<file path="config.mk">
export PLATFORM = sky130hd
export DESIGN_NAME = rf_downconv_top
export DESIGN_NICKNAME = d
export VERILOG_FILES = /design/src/verilog/rf_pkg.sv /design/src/verilog/chan_serializer.sv /design/src/verilog/decim_timer.sv /design/src/verilog/lo_dds.sv /design/src/verilog/mixer_channel.sv /design/src/verilog/rf_downconv_top.sv
export VERILOG_INCLUDE_DIRS = /design/src /design/src/verilog
export SDC_FILE = /design/constraint.sdc
export NUM_CORES = 1
export LEC_CHECK = 0
export BUFFER_PORTS_ARGS = -buffer_cell sky130_fd_sc_hd__buf_2
export CAP_MARGIN = 20
export CORE_ASPECT_RATIO = 1.1
export CORE_MARGIN = 2
export CORE_UTILIZATION = 35
export DETAILED_ROUTE_END_ITERATION = 10
export GPL_ROUTABILITY_DRIVEN = 1
export PLACE_DENSITY = 0.9
export SLEW_MARGIN = 40
export SYNTH_ARGS = -nofsm -noshare
export SYNTH_HDL_FRONTEND = slang
export SYNTH_SLANG_ARGS = --single-unit
</file>
<file path="constraint.sdc">
create_clock -name clk -period 2.45 [get_ports clk]
set_input_delay 0.49 -clock clk [delete_from_list [all_inputs] [get_ports clk]]
set_output_delay 0.49 -clock clk [all_outputs]
set_load 0.03 [all_outputs]
</file>
<file path="src/verilog/rf_consts.svh">
`ifndef RF_CONSTS_SVH
`define RF_CONSTS_SVH

// Number of ADC inputs, one mixer channel each
`define NCHAN 3

// Raw ADC sample width
`define ADC_W 16

// LO cosine and sine width
`define LO_W 18

// Integrate-and-dump accumulator width
`define ACC_W 40

// Waveform monitor word width
`define MON_W 20

// Clocks per decimation window, IF = clk * 7/33
`define CIC_PERIOD 33

// LO table address width, 64 entries per period
`define TBL_BITS 6

// Fixed right shift before the wave_shift adjustment
`define SHIFT_BASE 16

`endif

</file>
<file path="src/verilog/lo_table.hex">
// 18-bit two's complement cosine, one sample per line, addresses 0 to 63
1FFFF
1FD88
1F629
1E9F3
1D906
1C38A
1A9B6
18BC7
16A09
144CF
11C73
0F15A
0C3EF
094A0
063E3
0322F
00000
3CDD1
39C1D
36B60
33C11
30EA6
2E38D
2BB31
295F7
27439
2564A
23C76
226FA
2160D
209D7
20278
20001
20278
209D7
2160D
226FA
23C76
2564A
27439
295F7
2BB31
2E38D
30EA6
33C11
36B60
39C1D
3CDD1
00000
0322F
063E3
094A0
0C3EF
0F15A
11C73
144CF
16A09
18BC7
1A9B6
1C38A
1D906
1E9F3
1F629
1FD88

</file>
<file path="src/verilog/rf_pkg.sv">
`include "rf_consts.svh"

package rf_pkg;

	// Local oscillator pair from the DDS
	typedef struct packed {
		logic signed [`LO_W-1:0] cos;
		logic signed [`LO_W-1:0] sin;
	} lo_t;

	// One window's I and Q integrals
	typedef struct packed {
		logic signed [`ACC_W-1:0] i;
		logic signed [`ACC_W-1:0] q;
	} iq_acc_t;

	// All ADC inputs side by side, channel k at index k
	typedef logic signed [`NCHAN-1:0][`ADC_W-1:0] adc_vec_t;

	// Waveform monitor setup from the host
	typedef struct packed {
		// Extra right shift on top of the base shift
		logic [2:0]          wave_shift;
		// Bit 2k keeps channel k I, bit 2k+1 keeps its Q
		logic [2*`NCHAN-1:0] chan_keep;
	} mon_cfg_t;

endpackage
</file>
<file path="src/verilog/chan_serializer.sv">
`timescale 1ns/1ps
`include "rf_consts.svh"

module chan_serializer (
	input  logic                                clk,
	input  logic                                ctlr_ph_reset,
	input  rf_pkg::iq_acc_t [`NCHAN-1:0]        sums,
	input  logic                                sum_valid,
	input  logic                                wave_sample,
	input  rf_pkg::mon_cfg_t                    mon_cfg,
	output logic signed [`MON_W-1:0]            mon_result,
	output logic                                mon_strobe,
	output logic                                mon_boundary,
	output logic [6:0]                          sat_count
);

	localparam int NWORD = 2 * `NCHAN;
	localparam int PTR_W = $clog2(NWORD);

	// wave_sample lined up with sum_valid
	logic wave_d;
	logic capture;

	// Captured frame, word 2k is channel k I, 2k+1 its Q
	logic signed [`ACC_W-1:0] frame [NWORD];
	logic [2:0]               shift_r;
	// Kept words not yet sent
	logic [NWORD-1:0]         pend;
	logic                     first;

	logic                     emit;
	logic [PTR_W-1:0]         ptr;
	logic signed [`ACC_W-1:0] scaled;
	logic [`ACC_W-`MON_W:0]   hi_bits;
	logic                     sat;
	logic [`MON_W-1:0]        sat_word;

	assign capture = sum_valid && wave_d;
	assign emit    = |pend;

	// Lowest pending word goes next
	always_comb begin
		ptr = '0;
		for (int w = NWORD - 1; w >= 0; w--) begin
			if (pend[w])
				ptr = PTR_W'(w);
		end
	end

	// Scale, then clip to the monitor width
	assign scaled   = frame[ptr] >>> (`SHIFT_BASE + shift_r);
	assign hi_bits  = scaled[`ACC_W-1:`MON_W-1];
	assign sat      = !((&hi_bits) || !(|hi_bits));
	assign sat_word = {scaled[`ACC_W-1], {(`MON_W - 1){~scaled[`ACC_W-1]}}};

	// Frame payload and output word
	always_ff @(posedge clk) begin
		if (capture) begin
			for (int k = 0; k < `NCHAN; k++) begin
				frame[2*k]     <= sums[k].i;
				frame[2*k + 1] <= sums[k].q;
			end
			shift_r <= mon_cfg.wave_shift;
		end
		if (emit)
			mon_result <= sat ? sat_word : scaled[`MON_W-1:0];
	end

	// Stream control and saturation count
	always_ff @(posedge clk) begin
		if (ctlr_ph_reset) begin
			wave_d       <= 1'b0;
			pend         <= '0;
			first        <= 1'b0;
			mon_strobe   <= 1'b0;
			mon_boundary <= 1'b0;
			sat_count    <= 7'd0;
		end else begin
			wave_d       <= wave_sample;
			mon_strobe   <= emit;
			mon_boundary <= emit && first;
			if (capture) begin
				// All-zero mask gives an empty frame
				pend  <= mon_cfg.chan_keep;
				first <= 1'b1;
			end else if (emit) begin
				pend[ptr] <= 1'b0;
				first     <= 1'b0;
			end
			// Sticks at full scale
			if (emit && sat && sat_count != 7'd127)
				sat_count <= sat_count + 7'd1;
		end
	end

	// Frame must drain well inside one decimation window
	a_no_overlap: assert property (@(posedge clk) disable iff (ctlr_ph_reset)
		capture |-> (pend == '0));

endmodule

</file>
<file path="src/verilog/decim_timer.sv">
`timescale 1ns/1ps
`include "rf_consts.svh"

module decim_timer (
	input  logic       clk,
	input  logic       ctlr_ph_reset,
	input  logic [7:0] wave_samp_per,
	input  logic       phase_resync,
	output logic       cic_sample,
	output logic       wave_sample,
	output logic       dds_reset
);

	// Position inside the decimation window
	logic [5:0] cic_count;
	// Ticks left until the next monitored window
	logic [7:0] wave_cnt;
	logic [7:0] wave_reload;
	// Host asked for a phase restart, waiting for a tick
	logic       resync_req;

	// Period 0 acts like period 1, every tick
	assign wave_reload = (wave_samp_per == 8'd0) ? 8'd1 : wave_samp_per;

	// Window counter and tick
	always_ff @(posedge clk) begin
		if (ctlr_ph_reset) begin
			cic_count  <= 6'd0;
			cic_sample <= 1'b0;
		end else begin
			cic_count  <= (cic_count == 6'(`CIC_PERIOD - 1)) ? 6'd0 : cic_count + 6'd1;
			cic_sample <= (cic_count == 6'd0);
		end
	end

	// Waveform divider, steps only on ticks
	always_ff @(posedge clk) begin
		if (ctlr_ph_reset) begin
			wave_cnt <= 8'd1;
		end else if (cic_sample) begin
			wave_cnt <= (wave_cnt == 8'd1) ? wave_reload : wave_cnt - 8'd1;
		end
	end

	assign wave_sample = cic_sample && (wave_cnt == 8'd1);

	// Deferred resync, fires on the tick after the request
	always_ff @(posedge clk) begin
		if (ctlr_ph_reset) begin
			resync_req <= 1'b0;
			dds_reset  <= 1'b0;
		end else begin
			dds_reset <= cic_sample && resync_req;
			if (cic_sample)
				resync_req <= 1'b0;
			// New strobe on a tick waits for the next one
			if (phase_resync)
				resync_req <= 1'b1;
		end
	end

	// LO restart lands two clocks into the window, right behind the tick
	a_dds_reset_on_tick: assert property (@(posedge clk) disable iff (ctlr_ph_reset)
		dds_reset |-> (cic_count == 6'd2));

endmodule

</file>
<file path="src/verilog/lo_dds.sv">
`timescale 1ns/1ps
`include "rf_consts.svh"

module lo_dds (
	input  logic         clk,
	input  logic         ctlr_ph_reset,
	input  logic         dds_reset,
	input  logic [31:0]  phase_step,
	input  logic [11:0]  modulo,
	output rf_pkg::lo_t  lo
);

	localparam int TBL_N = 1 << `TBL_BITS;
	// Quarter period offset turns cosine into sine
	localparam logic [`TBL_BITS-1:0] QUARTER = `TBL_BITS'(TBL_N / 4);

	// Phase step halves
	logic [11:0] step_l;
	logic [19:0] step_h;

	// Phase accumulator, low part wraps at 4096 - modulo
	logic [11:0] acc_l;
	logic [19:0] acc_h;

	// Low part arithmetic, one extra bit for the carry
	logic [12:0] wrap;
	logic [12:0] sum_l;
	logic        carry;
	logic [11:0] next_l;

	// Table addresses
	logic [`TBL_BITS-1:0] cos_idx;
	logic [`TBL_BITS-1:0] sin_idx;

	// One period of cosine
	logic signed [`LO_W-1:0] lo_tbl [TBL_N];

	initial begin
		$readmemh("/design/src/verilog/lo_table.hex", lo_tbl);
	end

	assign step_l = phase_step[11:0];
	assign step_h = phase_step[31:12];

	// Non-power-of-two wrap gives exact fractional IF
	assign wrap   = 13'd4096 - {1'b0, modulo};
	assign sum_l  = {1'b0, acc_l} + {1'b0, step_l};
	assign carry  = (sum_l >= wrap);
	assign next_l = carry ? 12'(sum_l - wrap) : sum_l[11:0];

	always_ff @(posedge clk) begin
		if (ctlr_ph_reset || dds_reset) begin
			acc_l <= 12'd0;
			acc_h <= 20'd0;
		end else begin
			acc_l <= next_l;
			acc_h <= acc_h + step_h + {19'd0, carry};
		end
	end

	// Top bits of the high part address the table
	assign cos_idx = acc_h[19 -: `TBL_BITS];
	// Index wraps modulo the table size
	assign sin_idx = cos_idx - QUARTER;

	// Registered lookup, one cycle behind the accumulator
	always_ff @(posedge clk) begin
		lo.cos <= lo_tbl[cos_idx];
		lo.sin <= lo_tbl[sin_idx];
	end

	// Low part stays under the wrap it was computed against
	a_low_below_wrap: assert property (@(posedge clk) disable iff (ctlr_ph_reset)
		{1'b0, acc_l} < $past(wrap));

endmodule

</file>
<file path="src/verilog/mixer_channel.sv">
`timescale 1ns/1ps
`include "rf_consts.svh"

module mixer_channel (
	input  logic                     clk,
	input  logic                     ctlr_ph_reset,
	input  logic signed [`ADC_W-1:0] adc,
	input  rf_pkg::lo_t              lo,
	input  logic                     cic_sample,
	output rf_pkg::iq_acc_t          sum,
	output logic                     sum_valid
);

	localparam int PROD_W = `ADC_W + `LO_W;

	// Registered mixer products
	logic signed [PROD_W-1:0] prod_i;
	logic signed [PROD_W-1:0] prod_q;

	// Running integrals over the current window
	logic signed [`ACC_W-1:0] acc_i;
	logic signed [`ACC_W-1:0] acc_q;

	// I/Q demodulation against the shared LO
	always_ff @(posedge clk) begin
		prod_i <= adc * lo.cos;
		prod_q <= adc * lo.sin;
	end

	// Integrate and dump
	always_ff @(posedge clk) begin
		if (ctlr_ph_reset) begin
			acc_i <= '0;
			acc_q <= '0;
		end else if (cic_sample) begin
			// Last product of the window goes into the dump
			acc_i <= '0;
			acc_q <= '0;
		end else begin
			acc_i <= acc_i + prod_i;
			acc_q <= acc_q + prod_q;
		end
	end

	// Window result, held until the next tick
	always_ff @(posedge clk) begin
		if (cic_sample) begin
			sum.i <= acc_i + prod_i;
			sum.q <= acc_q + prod_q;
		end
	end

	// Marks the cycle the fresh sum is visible
	always_ff @(posedge clk) begin
		if (ctlr_ph_reset)
			sum_valid <= 1'b0;
		else
			sum_valid <= cic_sample;
	end

	// Ticks from the timer are isolated, so dumps never run back to back
	a_valid_single: assert property (@(posedge clk) disable iff (ctlr_ph_reset)
		sum_valid |=> !sum_valid);

endmodule

</file>
<file path="src/verilog/rf_downconv_top.sv">
`timescale 1ns/1ps
`include "rf_consts.svh"

module rf_downconv_top (
	input  logic                      clk,
	input  logic                      ctlr_ph_reset,
	input  rf_pkg::adc_vec_t          adc,
	input  logic [31:0]               phase_step,
	input  logic [11:0]               modulo,
	input  logic                      phase_resync,
	input  logic [7:0]                wave_samp_per,
	input  rf_pkg::mon_cfg_t          mon_cfg,
	output rf_pkg::lo_t               lo,
	output logic                      cic_sample,
	output logic signed [`MON_W-1:0]  mon_result,
	output logic                      mon_strobe,
	output logic                      mon_boundary,
	output logic [6:0]                sat_count
);

	logic wave_sample;
	logic dds_reset;

	// Per-channel window sums and their valid flags
	rf_pkg::iq_acc_t [`NCHAN-1:0] chan_sum;
	logic [`NCHAN-1:0]            chan_valid;

	// Window ticks, monitor divider, deferred resync
	decim_timer u_timer (
		.clk           (clk),
		.ctlr_ph_reset (ctlr_ph_reset),
		.wave_samp_per (wave_samp_per),
		.phase_resync  (phase_resync),
		.cic_sample    (cic_sample),
		.wave_sample   (wave_sample),
		.dds_reset     (dds_reset)
	);

	// Shared LO for all channels
	lo_dds u_dds (
		.clk           (clk),
		.ctlr_ph_reset (ctlr_ph_reset),
		.dds_reset     (dds_reset),
		.phase_step    (phase_step),
		.modulo        (modulo),
		.lo            (lo)
	);

	// One mixer per ADC input
	for (genvar k = 0; k < `NCHAN; k++) begin : g_chan
		mixer_channel u_mix (
			.clk           (clk),
			.ctlr_ph_reset (ctlr_ph_reset),
			.adc           (adc[k]),
			.lo            (lo),
			.cic_sample    (cic_sample),
			.sum           (chan_sum[k]),
			.sum_valid     (chan_valid[k])
		);
	end

	// Channels run in lockstep, channel 0 flag stands for all
	chan_serializer u_ser (
		.clk           (clk),
		.ctlr_ph_reset (ctlr_ph_reset),
		.sums          (chan_sum),
		.sum_valid     (chan_valid[0]),
		.wave_sample   (wave_sample),
		.mon_cfg       (mon_cfg),
		.mon_result    (mon_result),
		.mon_strobe    (mon_strobe),
		.mon_boundary  (mon_boundary),
		.sat_count     (sat_count)
	);

endmodule

</file>
==> impl_metrics.env <==
export IMPL_status="completed"
export IMPL_syn2layout_area_growth_pct=-1.22
export IMPL_tritoncts="yes"
export IMPL_final_cell_mix="conb_1 (63), dfxtp_1 (26), buf_2 (18)"
export IMPL_hold_viol=0
export IMPL_path_class="flop to flop"
export IMPL_max_slew_margin_pct=64.8
export IMPL_min_delay_start="mon_cfg[4]"
export IMPL_drv_cap=0
export IMPL_avgSynthCellArea_um2=8.57
export IMPL_drive_gt1_share_pct=12.9
export IMPL_power_internal_uw=815
export IMPL_drtAntennaViolNets=0
export IMPL_synth_area_leaders="dfxtp_1 (32%), buf_4 (29%), a21oi_1 (3.7%), ha_1 (3.1%), nand2_1 (2.5%)"
export IMPL_cp_slowest_cell="or4b_4"
export IMPL_fin_area_mm2=0.00162
export IMPL_max_freq_mhz=497
export IMPL_arrival_ns=2.17
export IMPL_rows=26
export IMPL_yosys_area_top_type="dfxtp_1"
export IMPL_drt_iter0_markers=30
export IMPL_cts_setup_buffers=0
export IMPL_r2r_end="u_timer.wave_cnt[4]$_SDFFE_PP0P_"
export IMPL_power_density_mw_per_mm2=789
export IMPL_cts_buffers=3
export IMPL_critPathTopFamily="simple AND/OR/NAND/NOR gates"
export IMPL_hold_path_endpoint="u_ser.pend[4]$_SDFFE_PP0P_"
export IMPL_placed_area_mm2=0.00155
export IMPL_final_common_cell="conb_1"
export IMPL_r2r_start="u_timer.wave_cnt[0]$_SDFFE_PP1P_"
export IMPL_path_cells="ha_1, or4b_4, or4_1, a21oi_1, o2bb2ai_1"
export IMPL_ys_seq_elements=26
export IMPL_vias_per_cell=4.21
export IMPL_p_leak_uw=0.000727
export IMPL_drt_total_wl_um=2470
export IMPL_port_buffers=18
export IMPL_clock_path_buffers=2
export IMPL_r2r_cells=5
export IMPL_p_seq_share_pct=40.1
export IMPL_dr_pass1_iters=3
export IMPL_worst_hold_slack_ns=0.440
export IMPL_holdPathStages=3
export IMPL_syn_inst=191
export IMPL_grt_start_max_net_pins=25
export IMPL_overflow=0
export IMPL_grt_total_usage_pct=9.32
export IMPL_setup_violations=0
export IMPL_required_ns=2.61
export IMPL_n_antenna_cell=0
export IMPL_die_w_um=69.2
export IMPL_clk_pin_slew_ns=0.09
export IMPL_critPathMaxStageDelay_ns=0.52
export IMPL_tns_ns=0
export IMPL_post_route_drc_count=0
export IMPL_p_clk_share_pct=27.9
export IMPL_cts_sinks=26
export IMPL_synth_top_area_share_pct=31.8
export IMPL_period_share_pct=82.1
export IMPL_combPwrFrac_pct=32.0
export IMPL_path_buf_inv=0
export IMPL_wire_per_inst_um=9.33
export IMPL_gp_congestion=0.802
export IMPL_final_max_slew_viol_count=0
export IMPL_initial_core_util_pct=35.7
export IMPL_worstSetupStartpointType="flop"
export IMPL_syn_area_mm2=0.00164
export IMPL_clock_skew_ns=0.00604
export IMPL_reg2reg_slack_ns=0.44
export IMPL_coreArea_mm2=0.00459
export IMPL_crit_path_end_kind="flop"
export IMPL_ctsResizeCount=0
export IMPL_synthFlopType="dfxtp_1"
export IMPL_dpl_hpwl_um=1880
export IMPL_irDropWorstVdd_mv=0.249
export IMPL_vias=1115
export IMPL_switchingPower_uw=461
export IMPL_hold_class="input pin to flop"
export IMPL_synth_async_reset_ratio_pct=0
export IMPL_yosysSeqAreaShare_pct=31.8
export IMPL_synthDistinctLibCells=43
export IMPL_chipHeight_um=75.7
export IMPL_dieArea_mm2=0.00524
export IMPL_final_util_pct=35.3
export IMPL_swShare_pct=36.1
export IMPL_clk_latency_ns=0.27
export IMPL_worst_pin_slew_ns=0.524
export IMPL_fin_nets=326
export IMPL_cts_max_level=1
export IMPL_rsz0062_at_grt="false"
export IMPL_crit_fanout=6
export IMPL_synthesis_yosys_warnings=0
export IMPL_ioPinCount=178
export IMPL_hold_buffers=0
export IMPL_cts_root_buf="clkbuf_8"
export IMPL_synth_edf_count=0
export IMPL_fin_crit_ns=2.01
export IMPL_first_global_vias=889
export IMPL_antenna_found_initial=0
export IMPL_grt_pass1_wl_um=3800
export IMPL_power_uw=1280
==> per-stage QoR <==
stage	worst slack, ns	instances
floorplan	0.618	253
global placement	0.522	261
detailed placement	0.455	261
CTS	0.431	265
global route	0.327	265
finish	0.439	265
==> layout make-up <==
cell class | instances | area (µm²)
clock buffer | 3 | 41.3
tap | 56 | 70.1
multi-input combinational | 155 | 843
clock inverter | 1 | 30.0
timing repair buffer | 18 | 90.1
sequential | 26 | 520
fill | 463 | 2970
inverter | 6 | 22.5
==> synth_stat cells, drive strengths merged, types with 2 or more instances <==
| master | number |
|---|---|
| inv | 6 |
| xnor2 | 2 |
| nand3 | 7 |
| and2 | 2 |
| or4b | 4 |
| nor4 | 2 |
| xor2 | 2 |
| a31oi | 2 |
| a311oi | 2 |
| nand2 | 11 |
| clkbuf | 3 |
| nor3b | 3 |
| ha | 4 |
| nor2 | 10 |
| dfxtp | 26 |
| a21oi | 12 |
| or3 | 2 |
| o311ai | 2 |
| or4 | 2 |
| buf | 63 |
| o21ai | 3 |
| nor3 | 3 |
| nand3b | 2 |
| nand2b | 2 |
==> registers in the layout, indices dropped and copies added, names as in the netlist <==
register / count
u_ser.wave_d: 1
u_ser.mon_boundary: 1
u_timer.cic_count: 6
u_ser.pend: 6
u_ser.mon_strobe: 1
u_ser.first: 1
u_timer.wave_cnt: 8
u_timer.cic_sample: 1
g_chan.u_mix.sum_valid: 1
==> routing by layer <==
layer  track usage, %  vias to the layer above  share of wire [%]
met5                0                        -                  0
met4             4.58                        0                1.6
met3             3.44                        4                8.1
met2             17.3                       49                 51
met1             9.45                      496                 40
li1                 -                      566                  -
==> kinds of logic (layout without fill, tap and decap cells) <==
kind of cell,after synthesis,after routing,synth area share (%)
buffers and inverters,72,28,30.9
and+or+nand+nor,56,56,20.8
AOI/OAI and AO/OA,27,27,10.4
DFF,26,26,31.8
adders and majority gates,4,4,3.06
xor gates and xnor gates,4,4,2.14
other,1,63,0.229
muxes,1,1,0.687
==> worst register-to-register path: cells and delay by family, from the launching register on <==
kind | cells | cell delay (ns)
adder cells (fa/ha/maj) | 1 | 0.26
AND/OR/NAND/NOR | 2 | 0.97
flip-flops | 1 | 0.43
AO/OA/AOI/OAI | 2 | 0.24
==> worst max-delay path by stage <==
| stage | from | endpoint | slack [ns] | cells past startpoint |
|---|---|---|---|---|
| finish | u_timer.wave_cnt[0]$_SDFFE_PP1P_ | u_timer.wave_cnt[4]$_SDFFE_PP0P_ | 0.44 | 5 |
| global route | u_timer.wave_cnt[0]$_SDFFE_PP1P_ | u_timer.wave_cnt[4]$_SDFFE_PP0P_ | 0.33 | 5 |
| CTS | u_timer.wave_cnt[0]$_SDFFE_PP1P_ | u_timer.wave_cnt[4]$_SDFFE_PP0P_ | 0.43 | 5 |
| detailed placement | u_timer.wave_cnt[0]$_SDFFE_PP1P_ | u_timer.wave_cnt[4]$_SDFFE_PP0P_ | 0.45 | 5 |
| global placement | u_timer.wave_cnt[0]$_SDFFE_PP1P_ | u_timer.wave_cnt[4]$_SDFFE_PP0P_ | 0.52 | 5 |
| floorplan | u_timer.wave_cnt[0]$_SDFFE_PP1P_ | u_timer.wave_cnt[4]$_SDFFE_PP0P_ | 0.62 | 5 |
==> power groups by stage <==
stage               Clock [µW]  Sequential [µW]  Combinational, µW
detailed placement           0              521                408
global route               380              521                450
finish                     356              512                408
floorplan                    0              512                427
CTS                        367              512                409
global placement             0              518                398
Note: power is estimated with default switching activity, not from simulation.
